`config.mk`:
```
export PLATFORM = sky130hd
export DESIGN_NAME = tpuTop
export DESIGN_NICKNAME = d
export VERILOG_FILES = /design/src/tpuDataPkg.sv /design/src/tpuCtrlPkg.sv /design/src/operandStore.sv /design/src/skewFeeder.sv /design/src/macArray.sv /design/src/outputStage.sv /design/src/tpuSequencer.sv /design/src/tpuTop.sv
export SDC_FILE = /design/constraint.sdc
export NUM_CORES = 2
export LEC_CHECK = 0
export BUFFER_PORTS_ARGS = -buffer_cell sky130_fd_sc_hd__clkbuf_2
export CORE_MARGIN = 1.5
export CORE_UTILIZATION = 35
export DETAILED_ROUTE_END_ITERATION = 8
export GPL_TIMING_DRIVEN = 0
export PLACE_DENSITY_LB_ADDON = 0.08
export SYNTH_ARGS = -nofsm -noshare
export SYNTH_HDL_FRONTEND = slang
export SYNTH_SLANG_ARGS = --single-unit
```
`constraint.sdc`:
```
create_clock -name clk -period 10.5 [get_ports clk]
set_input_delay 0.525 -clock clk [delete_from_list [all_inputs] [get_ports clk]]
set_output_delay 0.525 -clock clk [all_outputs]
set_load 0.05 [all_outputs]
```
`src/tpuDataPkg.sv`:
```
/*
 * Datapath definitions for the matrix engine
 * Array size, operand widths and the value types that travel between stages
 */
`default_nettype none

package tpuDataPkg;

    // Array geometry
    localparam int ArrayDim    = 4;
    localparam int RowIdxWidth = $clog2(ArrayDim);
    // Row index in the high bits, column index in the low bits
    localparam int AddrWidth   = 2 * RowIdxWidth;

    // Operand and result widths
    localparam int WeightWidth = 8;
    localparam int ActWidth    = 7;
    // Product width plus 2 guard bits for the 4-deep column sum
    localparam int PsumWidth   = WeightWidth + ActWidth + 2;
    localparam int ResultWidth = 7;
    localparam int ResultMax   = (1 << ResultWidth) - 1;

    typedef logic signed [WeightWidth-1:0] weightT;
    typedef logic        [ActWidth-1:0]    actT;
    typedef logic signed [PsumWidth-1:0]   psumT;
    typedef logic        [RowIdxWidth-1:0] rowIdxT;
    typedef logic        [AddrWidth-1:0]   addrT;
    typedef logic        [ResultWidth-1:0] resultT;

endpackage

`default_nettype wire

```
`src/tpuCtrlPkg.sv`:
```
/*
 * Control definitions for the run sequencer
 * State encoding and the length of each run phase
 */
`default_nettype none

package tpuCtrlPkg;

    import tpuDataPkg::*;

    typedef enum logic [2:0] {Idle, Preload, Stream, Drain, Finish} seqStateT;

    // One weight row per preload cycle, one activation vector per stream cycle
    localparam int PreloadCycles = ArrayDim;
    localparam int StreamCycles  = ArrayDim;
    // Covers the skew, the array depth and the deskew
    localparam int DrainCycles   = 3 * ArrayDim;

    // Phase counter must reach the longest phase
    localparam int PhaseWidth = $clog2(DrainCycles + 1);
    typedef logic [PhaseWidth-1:0] phaseT;

endpackage

`default_nettype wire

```
`src/operandStore.sv`:
```
/*
 * Operand storage
 * Host writes weights and activations one element at a time,
 * the engine reads one full row of each per cycle
 */
`timescale 1ns/1ps
`default_nettype none

module operandStore
    import tpuDataPkg::*;
(
    input  logic                   clk,
    input  logic                   wrEn,
    input  logic                   wrIsWeight,
    input  addrT                   wrAddr,
    input  logic [WeightWidth-1:0] wrData,
    input  rowIdxT                 rowSel,
    output weightT                 weightRow [ArrayDim],
    output actT                    actRow    [ArrayDim]
);

    // Register files, row by column
    weightT weightMem [ArrayDim][ArrayDim];
    actT    actMem    [ArrayDim][ArrayDim];

    rowIdxT wrRow;
    rowIdxT wrCol;

    // Split the host address
    assign wrRow = wrAddr[AddrWidth-1 -: RowIdxWidth];
    assign wrCol = wrAddr[RowIdxWidth-1:0];

    always_ff @(posedge clk) begin
        if (wrEn && wrIsWeight) begin
            weightMem[wrRow][wrCol] <= weightT'(wrData);
        end
        if (wrEn && !wrIsWeight) begin
            // Activations use the low bits only
            actMem[wrRow][wrCol] <= wrData[ActWidth-1:0];
        end
    end

    // Combinational row read
    for (genvar c = 0; c < ArrayDim; c++) begin : gRead
        assign weightRow[c] = weightMem[rowSel][c];
        assign actRow[c]    = actMem[rowSel][c];
    end

endmodule

`default_nettype wire

```
`src/skewFeeder.sv`:
```
/*
 * Skewed activation feed
 * Lane r is delayed by r cycles so the rows enter the array as a diagonal
 */
`timescale 1ns/1ps
`default_nettype none

module skewFeeder
    import tpuDataPkg::*;
(
    input  logic                clk,
    input  logic                rst,
    input  actT                 actRow    [ArrayDim],
    input  logic                feedValid,
    output actT                 laneAct   [ArrayDim],
    output logic [ArrayDim-1:0] laneValid
);

    for (genvar r = 0; r < ArrayDim; r++) begin : gLane
        if (r == 0) begin : gDirect
            // First lane goes straight in
            assign laneAct[r]   = actRow[r];
            assign laneValid[r] = feedValid;
        end else begin : gDelay
            actT        actPipe [r];
            logic [r-1:0] vldPipe;

            // Payload chain
            always_ff @(posedge clk) begin
                actPipe[0] <= actRow[r];
                for (int k = 1; k < r; k++) begin
                    actPipe[k] <= actPipe[k-1];
                end
            end

            // Valid bits travel alongside
            always_ff @(posedge clk or posedge rst) begin
                if (rst) begin
                    vldPipe <= '0;
                end else begin
                    vldPipe[0] <= feedValid;
                    for (int k = 1; k < r; k++) begin
                        vldPipe[k] <= vldPipe[k-1];
                    end
                end
            end

            assign laneAct[r]   = actPipe[r-1];
            assign laneValid[r] = vldPipe[r-1];
        end
    end

endmodule

`default_nettype wire

```
`src/macArray.sv`:
```
/*
 * Weight-stationary systolic array
 * Weights shift down during preload, activations move right,
 * partial sums move down and leave at the bottom row
 */
`timescale 1ns/1ps
`default_nettype none

module macArray
    import tpuDataPkg::*;
(
    input  logic                clk,
    input  logic                rst,
    input  logic                loadWeight,
    input  weightT              weightRow [ArrayDim],
    input  actT                 laneAct   [ArrayDim],
    input  logic [ArrayDim-1:0] laneValid,
    output psumT                colSum    [ArrayDim],
    output logic [ArrayDim-1:0] colValid
);

    // Stationary weights
    weightT wReg [ArrayDim][ArrayDim];

    // Rightward activation links, the last column has no neighbour
    actT  aNet    [ArrayDim][ArrayDim-1];
    logic aVldNet [ArrayDim][ArrayDim-1];
    // Downward partial-sum links
    psumT sNet    [ArrayDim][ArrayDim];
    logic sVldNet [ArrayDim][ArrayDim];

    // ==================================================
    // Weight preload
    // ==================================================
    always_ff @(posedge clk) begin
        if (loadWeight) begin
            for (int c = 0; c < ArrayDim; c++) begin
                wReg[0][c] <= weightRow[c];
                for (int r = 1; r < ArrayDim; r++) begin
                    wReg[r][c] <= wReg[r-1][c];
                end
            end
        end
    end

    // ==================================================
    // MAC cells
    // ==================================================
    for (genvar r = 0; r < ArrayDim; r++) begin : gRow
        for (genvar c = 0; c < ArrayDim; c++) begin : gCol
            actT  aIn;
            logic aInVld;
            psumT sIn;
            logic sInVld;
            psumT prod;
            psumT sQ;
            logic sVldQ;

            // Activation from the feeder or the left neighbour
            if (c == 0) begin : gLeft
                assign aIn    = laneAct[r];
                assign aInVld = laneValid[r];
            end else begin : gInner
                assign aIn    = aNet[r][c-1];
                assign aInVld = aVldNet[r][c-1];
            end

            // Top row starts from zero
            if (r == 0) begin : gTop
                assign sIn    = '0;
                assign sInVld = 1'b1;
            end else begin : gBelow
                assign sIn    = sNet[r-1][c];
                assign sInVld = sVldNet[r-1][c];
            end

            // Signed weight times zero-extended activation
            assign prod = psumT'(wReg[r][c]) * psumT'({1'b0, aIn});

            always_ff @(posedge clk) begin
                sQ <= sIn + prod;
            end

            always_ff @(posedge clk or posedge rst) begin
                if (rst) begin
                    sVldQ <= 1'b0;
                end else begin
                    sVldQ <= aInVld && sInVld;
                end
            end

            assign sNet[r][c]    = sQ;
            assign sVldNet[r][c] = sVldQ;

            if (c < ArrayDim - 1) begin : gPass
                actT  aQ;
                logic aVldQ;

                always_ff @(posedge clk) begin
                    aQ <= aIn;
                end

                always_ff @(posedge clk or posedge rst) begin
                    if (rst) begin
                        aVldQ <= 1'b0;
                    end else begin
                        aVldQ <= aInVld;
                    end
                end

                assign aNet[r][c]    = aQ;
                assign aVldNet[r][c] = aVldQ;
            end
        end
    end

    // Bottom row feeds the output stage
    for (genvar c = 0; c < ArrayDim; c++) begin : gOut
        assign colSum[c]   = sNet[ArrayDim-1][c];
        assign colValid[c] = sVldNet[ArrayDim-1][c];
    end

endmodule

`default_nettype wire

```
`src/outputStage.sv`:
```
/*
 * Output path and unified buffer
 * Realigns the column sums, applies ReLU with 7-bit saturation
 * and stores one result row per aligned wavefront
 */
`timescale 1ns/1ps
`default_nettype none

module outputStage
    import tpuDataPkg::*;
(
    input  logic                clk,
    input  logic                rst,
    input  psumT                colSum   [ArrayDim],
    input  logic [ArrayDim-1:0] colValid,
    input  addrT                rdAddr,
    output resultT              rdData
);

    psumT                aligned [ArrayDim];
    logic [ArrayDim-1:0] alignedVld;
    logic                ubWrEn;
    rowIdxT              wrRow;
    resultT              ubuf [ArrayDim][ArrayDim];

    // ReLU, then clip at the top of the result range
    function automatic resultT clampRelu(input psumT s);
        if (s < 0) begin
            return '0;
        end else if (s > psumT'(ResultMax)) begin
            return resultT'(ResultMax);
        end
        return s[ResultWidth-1:0];
    endfunction

    // ==================================================
    // Deskew, column j waits ArrayDim-1-j cycles
    // ==================================================
    for (genvar c = 0; c < ArrayDim; c++) begin : gDeskew
        localparam int Depth = ArrayDim - 1 - c;
        if (Depth == 0) begin : gDirect
            assign aligned[c]    = colSum[c];
            assign alignedVld[c] = colValid[c];
        end else begin : gDelay
            psumT             dly [Depth];
            logic [Depth-1:0] dlyVld;

            always_ff @(posedge clk) begin
                dly[0] <= colSum[c];
                for (int k = 1; k < Depth; k++) begin
                    dly[k] <= dly[k-1];
                end
            end

            always_ff @(posedge clk or posedge rst) begin
                if (rst) begin
                    dlyVld <= '0;
                end else begin
                    dlyVld[0] <= colValid[c];
                    for (int k = 1; k < Depth; k++) begin
                        dlyVld[k] <= dlyVld[k-1];
                    end
                end
            end

            assign aligned[c]    = dly[Depth-1];
            assign alignedVld[c] = dlyVld[Depth-1];
        end
    end

    // Whole row present
    assign ubWrEn = &alignedVld;

    // ==================================================
    // Unified buffer
    // ==================================================
    always_ff @(posedge clk or posedge rst) begin
        if (rst) begin
            wrRow <= '0;
        end else if (ubWrEn) begin
            // Wraps so every run lands on rows 0..3
            wrRow <= wrRow + 1'b1;
        end
    end

    always_ff @(posedge clk) begin
        if (ubWrEn) begin
            for (int c = 0; c < ArrayDim; c++) begin
                ubuf[wrRow][c] <= clampRelu(aligned[c]);
            end
        end
    end

    // Registered host read port
    always_ff @(posedge clk) begin
        rdData <= ubuf[rdAddr[AddrWidth-1 -: RowIdxWidth]][rdAddr[RowIdxWidth-1:0]];
    end

endmodule

`default_nettype wire

```
`src/tpuSequencer.sv`:
```
/*
 * Run sequencer
 * FSM stepping through weight preload, activation stream, drain and done
 */
`timescale 1ns/1ps
`default_nettype none

module tpuSequencer
    import tpuDataPkg::*;
    import tpuCtrlPkg::*;
(
    input  logic   clk,
    input  logic   rst,
    input  logic   start,
    output rowIdxT rowSel,
    output logic   loadWeight,
    output logic   feedValid,
    output logic   done
);

    seqStateT state;
    phaseT    cnt;

    // ==================================================
    // FSM with a single phase counter
    // ==================================================
    always_ff @(posedge clk or posedge rst) begin
        if (rst) begin
            state <= Idle;
            cnt   <= '0;
        end else begin
            case (state)
                Idle: begin
                    // Start only honoured here
                    if (start) begin
                        state <= Preload;
                        cnt   <= '0;
                    end
                end
                Preload: begin
                    if (cnt == phaseT'(PreloadCycles - 1)) begin
                        state <= Stream;
                        cnt   <= '0;
                    end else begin
                        cnt <= cnt + 1'b1;
                    end
                end
                Stream: begin
                    if (cnt == phaseT'(StreamCycles - 1)) begin
                        state <= Drain;
                        cnt   <= '0;
                    end else begin
                        cnt <= cnt + 1'b1;
                    end
                end
                Drain: begin
                    // Wait for the last row to reach the buffer
                    if (cnt == phaseT'(DrainCycles - 1)) begin
                        state <= Finish;
                        cnt   <= '0;
                    end else begin
                        cnt <= cnt + 1'b1;
                    end
                end
                Finish: begin
                    state <= Idle;
                end
                default: begin
                    state <= Idle;
                end
            endcase
        end
    end

    // Weight rows go in bottom first, activations top first
    assign rowSel = (state == Preload) ? rowIdxT'(ArrayDim - 1) - rowIdxT'(cnt)
                                       : rowIdxT'(cnt);

    assign loadWeight = (state == Preload);
    assign feedValid  = (state == Stream);
    assign done       = (state == Finish);

endmodule

`default_nettype wire

```
`src/tpuTop.sv`:
```
/*
 * Matrix engine top level
 * Operand store and sequencer drive the feed, array and output stages
 */
`timescale 1ns/1ps
`default_nettype none

module tpuTop
    import tpuDataPkg::*;
(
    input  logic                   clk,
    input  logic                   rst,
    input  logic                   wrEn,
    input  logic                   wrIsWeight,
    input  addrT                   wrAddr,
    input  logic [WeightWidth-1:0] wrData,
    input  logic                   start,
    output logic                   done,
    input  addrT                   rdAddr,
    output resultT                 rdData
);

    // Sequencer controls
    rowIdxT rowSel;
    logic   loadWeight;
    logic   feedValid;

    // Operand rows
    weightT weightRow [ArrayDim];
    actT    actRow    [ArrayDim];

    // Skewed lanes into the array
    actT                 laneAct [ArrayDim];
    logic [ArrayDim-1:0] laneValid;

    // Column sums out of the array
    psumT                colSum [ArrayDim];
    logic [ArrayDim-1:0] colValid;

    operandStore u_operandStore (
        .clk        (clk),
        .wrEn       (wrEn),
        .wrIsWeight (wrIsWeight),
        .wrAddr     (wrAddr),
        .wrData     (wrData),
        .rowSel     (rowSel),
        .weightRow  (weightRow),
        .actRow     (actRow)
    );

    tpuSequencer u_tpuSequencer (
        .clk        (clk),
        .rst        (rst),
        .start      (start),
        .rowSel     (rowSel),
        .loadWeight (loadWeight),
        .feedValid  (feedValid),
        .done       (done)
    );

    skewFeeder u_skewFeeder (
        .clk       (clk),
        .rst       (rst),
        .actRow    (actRow),
        .feedValid (feedValid),
        .laneAct   (laneAct),
        .laneValid (laneValid)
    );

    macArray u_macArray (
        .clk        (clk),
        .rst        (rst),
        .loadWeight (loadWeight),
        .weightRow  (weightRow),
        .laneAct    (laneAct),
        .laneValid  (laneValid),
        .colSum     (colSum),
        .colValid   (colValid)
    );

    outputStage u_outputStage (
        .clk      (clk),
        .rst      (rst),
        .colSum   (colSum),
        .colValid (colValid),
        .rdAddr   (rdAddr),
        .rdData   (rdData)
    );

endmodule

`default_nettype wire

```
# Word level (Yosys, flattened, before mapping)

Memories as Yosys holds them, arrays and structs flattened.
Cells that the tools add are included.

Output and inout bits: 8
Register bits after elaboration: 402
Memories: 10
Bits in writable memories: 624
Bits of input ports: 21
Logic and storage cells: 191

Memory list:

| name                                | words | bits a word | read ports | clocked after Yosys merged registers in | write ports | RTL line           | text |
|---|---|---|---|---|---|---|---|
| u_macArray.wReg                     | 4     | 32          | 4          | 0                                       | 4           | macArray.sv:23     | `weightT wReg [ArrayDim][ArrayDim];` |
| u_operandStore.weightMem            | 4     | 32          | 1          | 0                                       | 1           | operandStore.sv:23 | `weightT weightMem [ArrayDim][ArrayDim];` |
| u_operandStore.actMem               | 4     | 28          | 1          | 0                                       | 1           | operandStore.sv:24 | `actT actMem [ArrayDim][ArrayDim];` |
| u_outputStage.ubuf                  | 4     | 28          | 1          | 0                                       | 1           | outputStage.sv:24  | `resultT ubuf [ArrayDim][ArrayDim];` |
| u_outputStage.gDeskew[0].gDelay.dly | 3     | 17          | 3          | 0                                       | 3           | outputStage.sv:45  | `psumT dly [Depth];` |
| u_outputStage.gDeskew[1].gDelay.dly | 2     | 17          | 2          | 0                                       | 2           | outputStage.sv:45  |  |
| +4 memories                         | n/a   | n/a         | n/a        | n/a                                     | n/a         | n/a                |  |

$lt $le $gt $ge: 11
Multiplexer cells: 53
Equal/unequal tests: 10
Multipliers: 16
Bitwise gates (word level): 2
Add/sub/neg operators: 15
Reduce and logical (&&, ||, !) cells: 18

Operators with widths:

| cell                                                                             | count |
|---|---|
| 8-bit by 8-bit multiplier with 16-bit output                                     | 16 |
| 17-bit adder                                                                     | 12 |
| 7-bit two-way mux                                                                | 19 |
| 17-bit by 8-bit greater-than comparator with 1-bit output, second input constant | 4 |
| 17-bit by 1-bit less-than comparator with 1-bit output, second input constant    | 4 |
| 32-bit two-way mux                                                               | 1 |
| 28-bit two-way mux                                                               | 1 |
| 1-bit two-way mux                                                                | 18 |
| 8-bit demux with 2-bit select                                                    | 1 |
| 7-bit binary-select mux with 2-bit select                                        | 1 |
| 7-bit demux with 2-bit select                                                    | 1 |
| 3-bit two-way mux                                                                | 4 |
| 4-bit two-way mux                                                                | 3 |
| 3-bit one-hot mux with 4 select lines                                            | 1 |
| 4-bit one-hot mux with 3 select lines                                            | 1 |
| 1-bit logical AND                                                                | 11 |
| 8-bit two-way mux                                                                | 1 |
| 4-bit AND reduction                                                              | 2 |
| 3-bit by 2-bit equality test with 1-bit output, second input constant            | 2 |
| 3-bit >= comparator, second input constant                                       | 2 |
| 2-bit inverter with 3-bit output                                                 | 2 |
| 4-bit by 1-bit adder with 4-bit output, second input constant                    | 1 |
| 4-bit by 2-bit equality test with 1-bit output, second input constant            | 1 |
| 4-bit equality test, second input constant                                       | 1 |
| other kinds (13)                                                                 | 15 |

# Logic depth before layout (Yosys ltp)

An unclocked memory read counts as a cell.

Word-level depth: 7
Gate-level depth with buffers: 24
Gate-level depth less buffers: 24

# By module

A second synthesis with hierarchy kept.

Cells, all modules: 6395
Area total of the unflattened synthesis: 73316.6 um2

By module, submodules not included:

| module       | times used | cells each | sequential area each (um2) | area each (um2) |
|---|---|---|---|---|
| macArray     | 1          | 5541       | 11516.0                    | 55662.1 |
| operandStore | 1          | 361        | 7206.9                     | 8894.8 |
| outputStage  | 1          | 374        | 5745.5                     | 7179.4 |
| skewFeeder   | 1          | 69         | 915.9                      | 1092.3 |
| tpuSequencer | 1          | 50         | 175.2                      | 488.0 |

# Worst setup path after synthesis

No wires, ideal clock.

Path kind: register to register
From: register u_tpuSequencer.state[1]
To: register u_macArray.gRow[0].gCol[0].sQ[15]
Setup time: 0.120 ns
Setup slack: 1.668 ns
Buffers on the path: 0
Period minus slack after synthesis: 8.832 ns
Required time: 10.380 ns
Arrival time: 8.712 ns
Cell stages (with the launch flop): 20
Cell sequence: dfrtp_1 nor3b_4 xnor2_2 mux4_2 and2_1 fa_1 inv_1 fa_1 inv_1 fa_1 inv_1 fa_1 inv_1 ha_1 a21boi_0 o21ai_0 a21oi_1 a211oi_1 a21oi_1 xnor2_1

RTL lines:

| what                     | RTL line           | text |
|---|---|---|
| start: declaration       | tpuSequencer.sv:21 | `seqStateT state;` |
| start signal: assignment | tpuSequencer.sv:29 | `state <= Idle;` |
| start signal: assignment | tpuSequencer.sv:36 | `state <= Preload;` |
| start signal: assignment | tpuSequencer.sv:42 | `state <= Stream;` |
| end signal: assignment   | macArray.sv:81     | `sQ <= sIn + prod;` |
| end: declaration         | macArray.sv:56     | `psumT sQ;` |

==> impl_metrics.json <==
{
  "status": "completed",
  "cpPeakStageDelay_ns": 0.74,
  "cts-htree-levels": 3,
  "synthTopCellsByArea": "fa_1, edfxtp_1, dfxtp_1",
  "hold_path_class": "primary input to asynchronous set/reset pin",
  "fin_nets": 8130,
  "grt_setup_unrepaired": "no",
  "cp-end-kind": "flop",
  "ys_seq_elements": 999,
  "cpMaxStageDelayCell": "mux4_2",
  "synthArstFlopShare": 0.0160,
  "syn_area_mm2": 0.0725,
  "synth_ff_type": "dfxtp_1",
  "yosysTopAreaCell": "fa_1",
  "post_synth_and_or_nand_nor_area_fraction": 0.109,
  "syn-mean-instance-area_um2": 11.2,
  "max_freq_mhz": 154,
  "crit_chain": "nor3b_4, buf_16, xnor2_2, mux4_2, and2_1, fa_1, inv_1, fa_1, inv_1, fa_1, inv_1, fa_1, inv_1, ha_1, a21boi_0, o21ai_0, a21oi_1, a211oi_1, a21oi_1, xnor2_1",
  "cts_hold_buf": 0,
  "ys_types": 76,
  "hold_viol": 0,
  "syn-num-nets": 7975,
  "timing.final.ws_setup_ns": 4.01,
  "place.gp.congestion": 0.777,
  "synth-seq-area-share": 0.343,
  "synth_compound_area_frac": 0.0621,
  "synth.most_common_cell": "inv_1",
  "drc": 0,
  "worst_pin_slew_ns": 1.27,
  "arrival_ns": 7.11,
  "worst-setup-path-type": "flop to flop",
  "antenna_found_initial": 10,
  "fin_skew_ns": 0.0881,
  "cts_tree": "built",
  "maxCapViolCount": 0,
  "period_share": 0.618,
  "die_h_um": 458,
  "clk_pin_slew_ns": 0.06,
  "clock-root-buffer": "clkbuf_16",
  "ys_warn_count": 0,
  "start_util": 0.353,
  "vias": 42700,
  "setup_viol": 0,
  "drt_iter0_markers": 1608,
  "cts_buffers": 117,
  "area_growth_pct": 10.8,
  "grt-ovfl-total": 0,
  "synth_fa_ha_area_frac": 0.337,
  "io_pins": 29,
  "post_cts_resized": 0,
  "grt_max_degree": 33,
  "io_buffers": 24,
  "drive_gt1_frac": 0.0599,
  "drtAntennaViolNets": 0,
  "synth_top_area_share": 0.212,
  "dr.pass1.iters": 5,
  "row_count": 166,
  "post_cts_buffers": 0,
  "synth_top_family_by_area": "adder cells",
  "hpwl_mm": 127,
  "max-slew-margin-rel": 0.146,
  "die_area_mm2": 0.210,
  "grt_pass1_wl_mm": 256,
  "cp_data_required_time_ns": 11.12,
  "synthCells": 6463,
  "synthMuxAreaShare": 0.0296,
  "clkSinkCount": 999,
  "routed_wl_mm": 158,
  "synth_edf_count": 480,
  "grt_pass1_vias": 46600,
  "via_per_inst": 4.54,
  "start_kind": "flop",
  "crit_fanout": 10,
  "core_mm2": 0.205,
  "fin_crit_ns": 6.49,
  "die_x_um": 458,
  "max-clock-path-buffers": 3,
  "place_ws_ns": 3.92,
  "synthTopCellsByCount": "inv_1, fa_1, ha_1",
  "clock_latency_ns": 0.81,
  "avgRoutedWirePerCell_um": 16.8,
  "grtUsageTotal": 0.155,
  "synthXorXnorAreaFrac": 0.0499,
  "drv_slew": 0
}
## logic make-up after synthesis
kind of cell,Yosys count
multiplexers,96
buffers and inverters,1335
AO/OA/AOI/OAI,676
XOR/XNOR,403
adder cells (fa/ha/maj),1491
flip-flops,999
AND/OR/NAND/NOR,1463
## final cells by class
class                      count  area, µm²
inverter                    1307       4910
fill                       20000     125000
sequential                   999      24900
tap                         2688       3360
antenna                        5       12.5
buffer                        28        144
timing repair buffer          36        343
multi-input combinational   4129      42600
clock inverter                61        733
clock buffer                 163       3380
## worst max-delay path, delay by kind of cell (launching register included)
kind                       cells  cell delay [ns]
and+or+nand+nor                2             0.97
adders and majority gates      5             2.31
muxes                          1             0.74
buffers and inverters          5             0.43
DFF                            1             0.48
AOI/OAI and AO/OA              5             1.03
xor gates and xnor gates       2             0.40
## layout by cell type, fill, tap and decap left out, types with 15 or more instances in the layout
| cell type | instances |
|---|---|
| a211oi_1 | 23 |
| a21boi_0 | 15 |
| a21o_1 | 89 |
| a21oi_1 | 227 |
| a31oi_1 | 20 |
| a41o_1 | 33 |
| and2_1 | 713 |
| and3_1 | 20 |
| clkbuf_1 | 32 |
| clkbuf_16 | 122 |
| clkbuf_2 | 25 |
| clkbuf_8 | 17 |
| clkinv_2 | 17 |
| clkinv_4 | 15 |
| dfrtp_1 | 16 |
| dfxtp_1 | 503 |
| edfxtp_1 | 480 |
| fa_1 | 767 |
| ha_1 | 724 |
| inv_1 | 1307 |
| mux4_2 | 95 |
| nand2_1 | 301 |
| nand2b_1 | 33 |
| nand3_1 | 41 |
| nor2_1 | 172 |
| nor2b_1 | 65 |
| nor3_1 | 43 |
| o21a_1 | 29 |
| o21ai_0 | 92 |
| o21bai_1 | 29 |
| or2_2 | 28 |
| or3_1 | 17 |
| xnor2_1 | 302 |
| xor2_1 | 94 |
## layer usage
| metal | vias up | global-route usage | part of all wire | wire length [µm] |
|---|---|---|---|---|
| met2 | 363 | 0.268 | 0.48 | 75800 |
| met4 | 0 | 0.0397 | 0.022 | 3510 |
| met1 | 21000 | 0.205 | 0.47 | 74900 |
| li1 | 21200 | - | - | - |
| met5 | - | 0 | 0 | 0 |
| met3 | 174 | 0.0174 | 0.023 | 3700 |
## registers in the layout (all words and copies together) (netlist names)
signal / cells
u_outputStage.rdData: 7
u_tpuSequencer.state: 3
u_skewFeeder.gLane.gDelay.actPipe: 42
u_macArray.gRow.gCol.sQ: 268
u_tpuSequencer.cnt: 4
u_macArray.gRow.gCol.gPass.aQ: 84
u_macArray.gRow.gCol.sVldQ: 3
u_operandStore.weightMem: 128
u_outputStage.gDeskew.gDelay.dly: 102
u_skewFeeder.gLane.gDelay.vldPipe: 2
u_outputStage.wrRow: 2
u_operandStore.actMem: 112
u_macArray.wReg: 128
u_outputStage.gDeskew.gDelay.dlyVld: 2
u_outputStage.ubuf: 112
## through the flow
step / instance area (µm²) / cells / utilization / TNS, ns / hold slack, ns
finish: 80300 / 9416 / 0.392 / 0 / 0.0278
global route: 80300 / 9412 / 0.392 / 0 / 0.0711
CTS: 80300 / 9410 / 0.391 / 0 / 0.0331
detailed placement: 76200 / 9186 / 0.371 / 0 / 0.312
global placement: 76000 / 9175 / 0.370 / -31.32 / 0.311
floorplan: 72500 / 6463 / - / 0 / 0.310
## final timing paths
path                                              startpoint                                    endpoint  slack (ns)  depth (start not counted)
setup / recovery                     u_tpuSequencer.state[1]           u_macArray.gRow[0].gCol[0].sQ[15]        4.01                         20
hold / removal                                           rst                      u_outputStage.wrRow[1]        0.03                          2
setup reg to reg                     u_tpuSequencer.state[1]           u_macArray.gRow[0].gCol[0].sQ[15]        4.01                         20
hold reg to reg            u_macArray.gRow[3].gCol[1].sQ[13]  u_outputStage.gDeskew[1].gDelay.dly[0][13]        0.32                          0
max in group asynchronous                                rst     u_skewFeeder.gLane[3].gDelay.vldPipe[0]        9.78                          2
min in group clk                                       start                     u_tpuSequencer.state[0]        0.14                          3
Power is left out: the tool's default activity adds up to more than one toggle a clock period on the data nets, which glitch-free logic cannot reach.
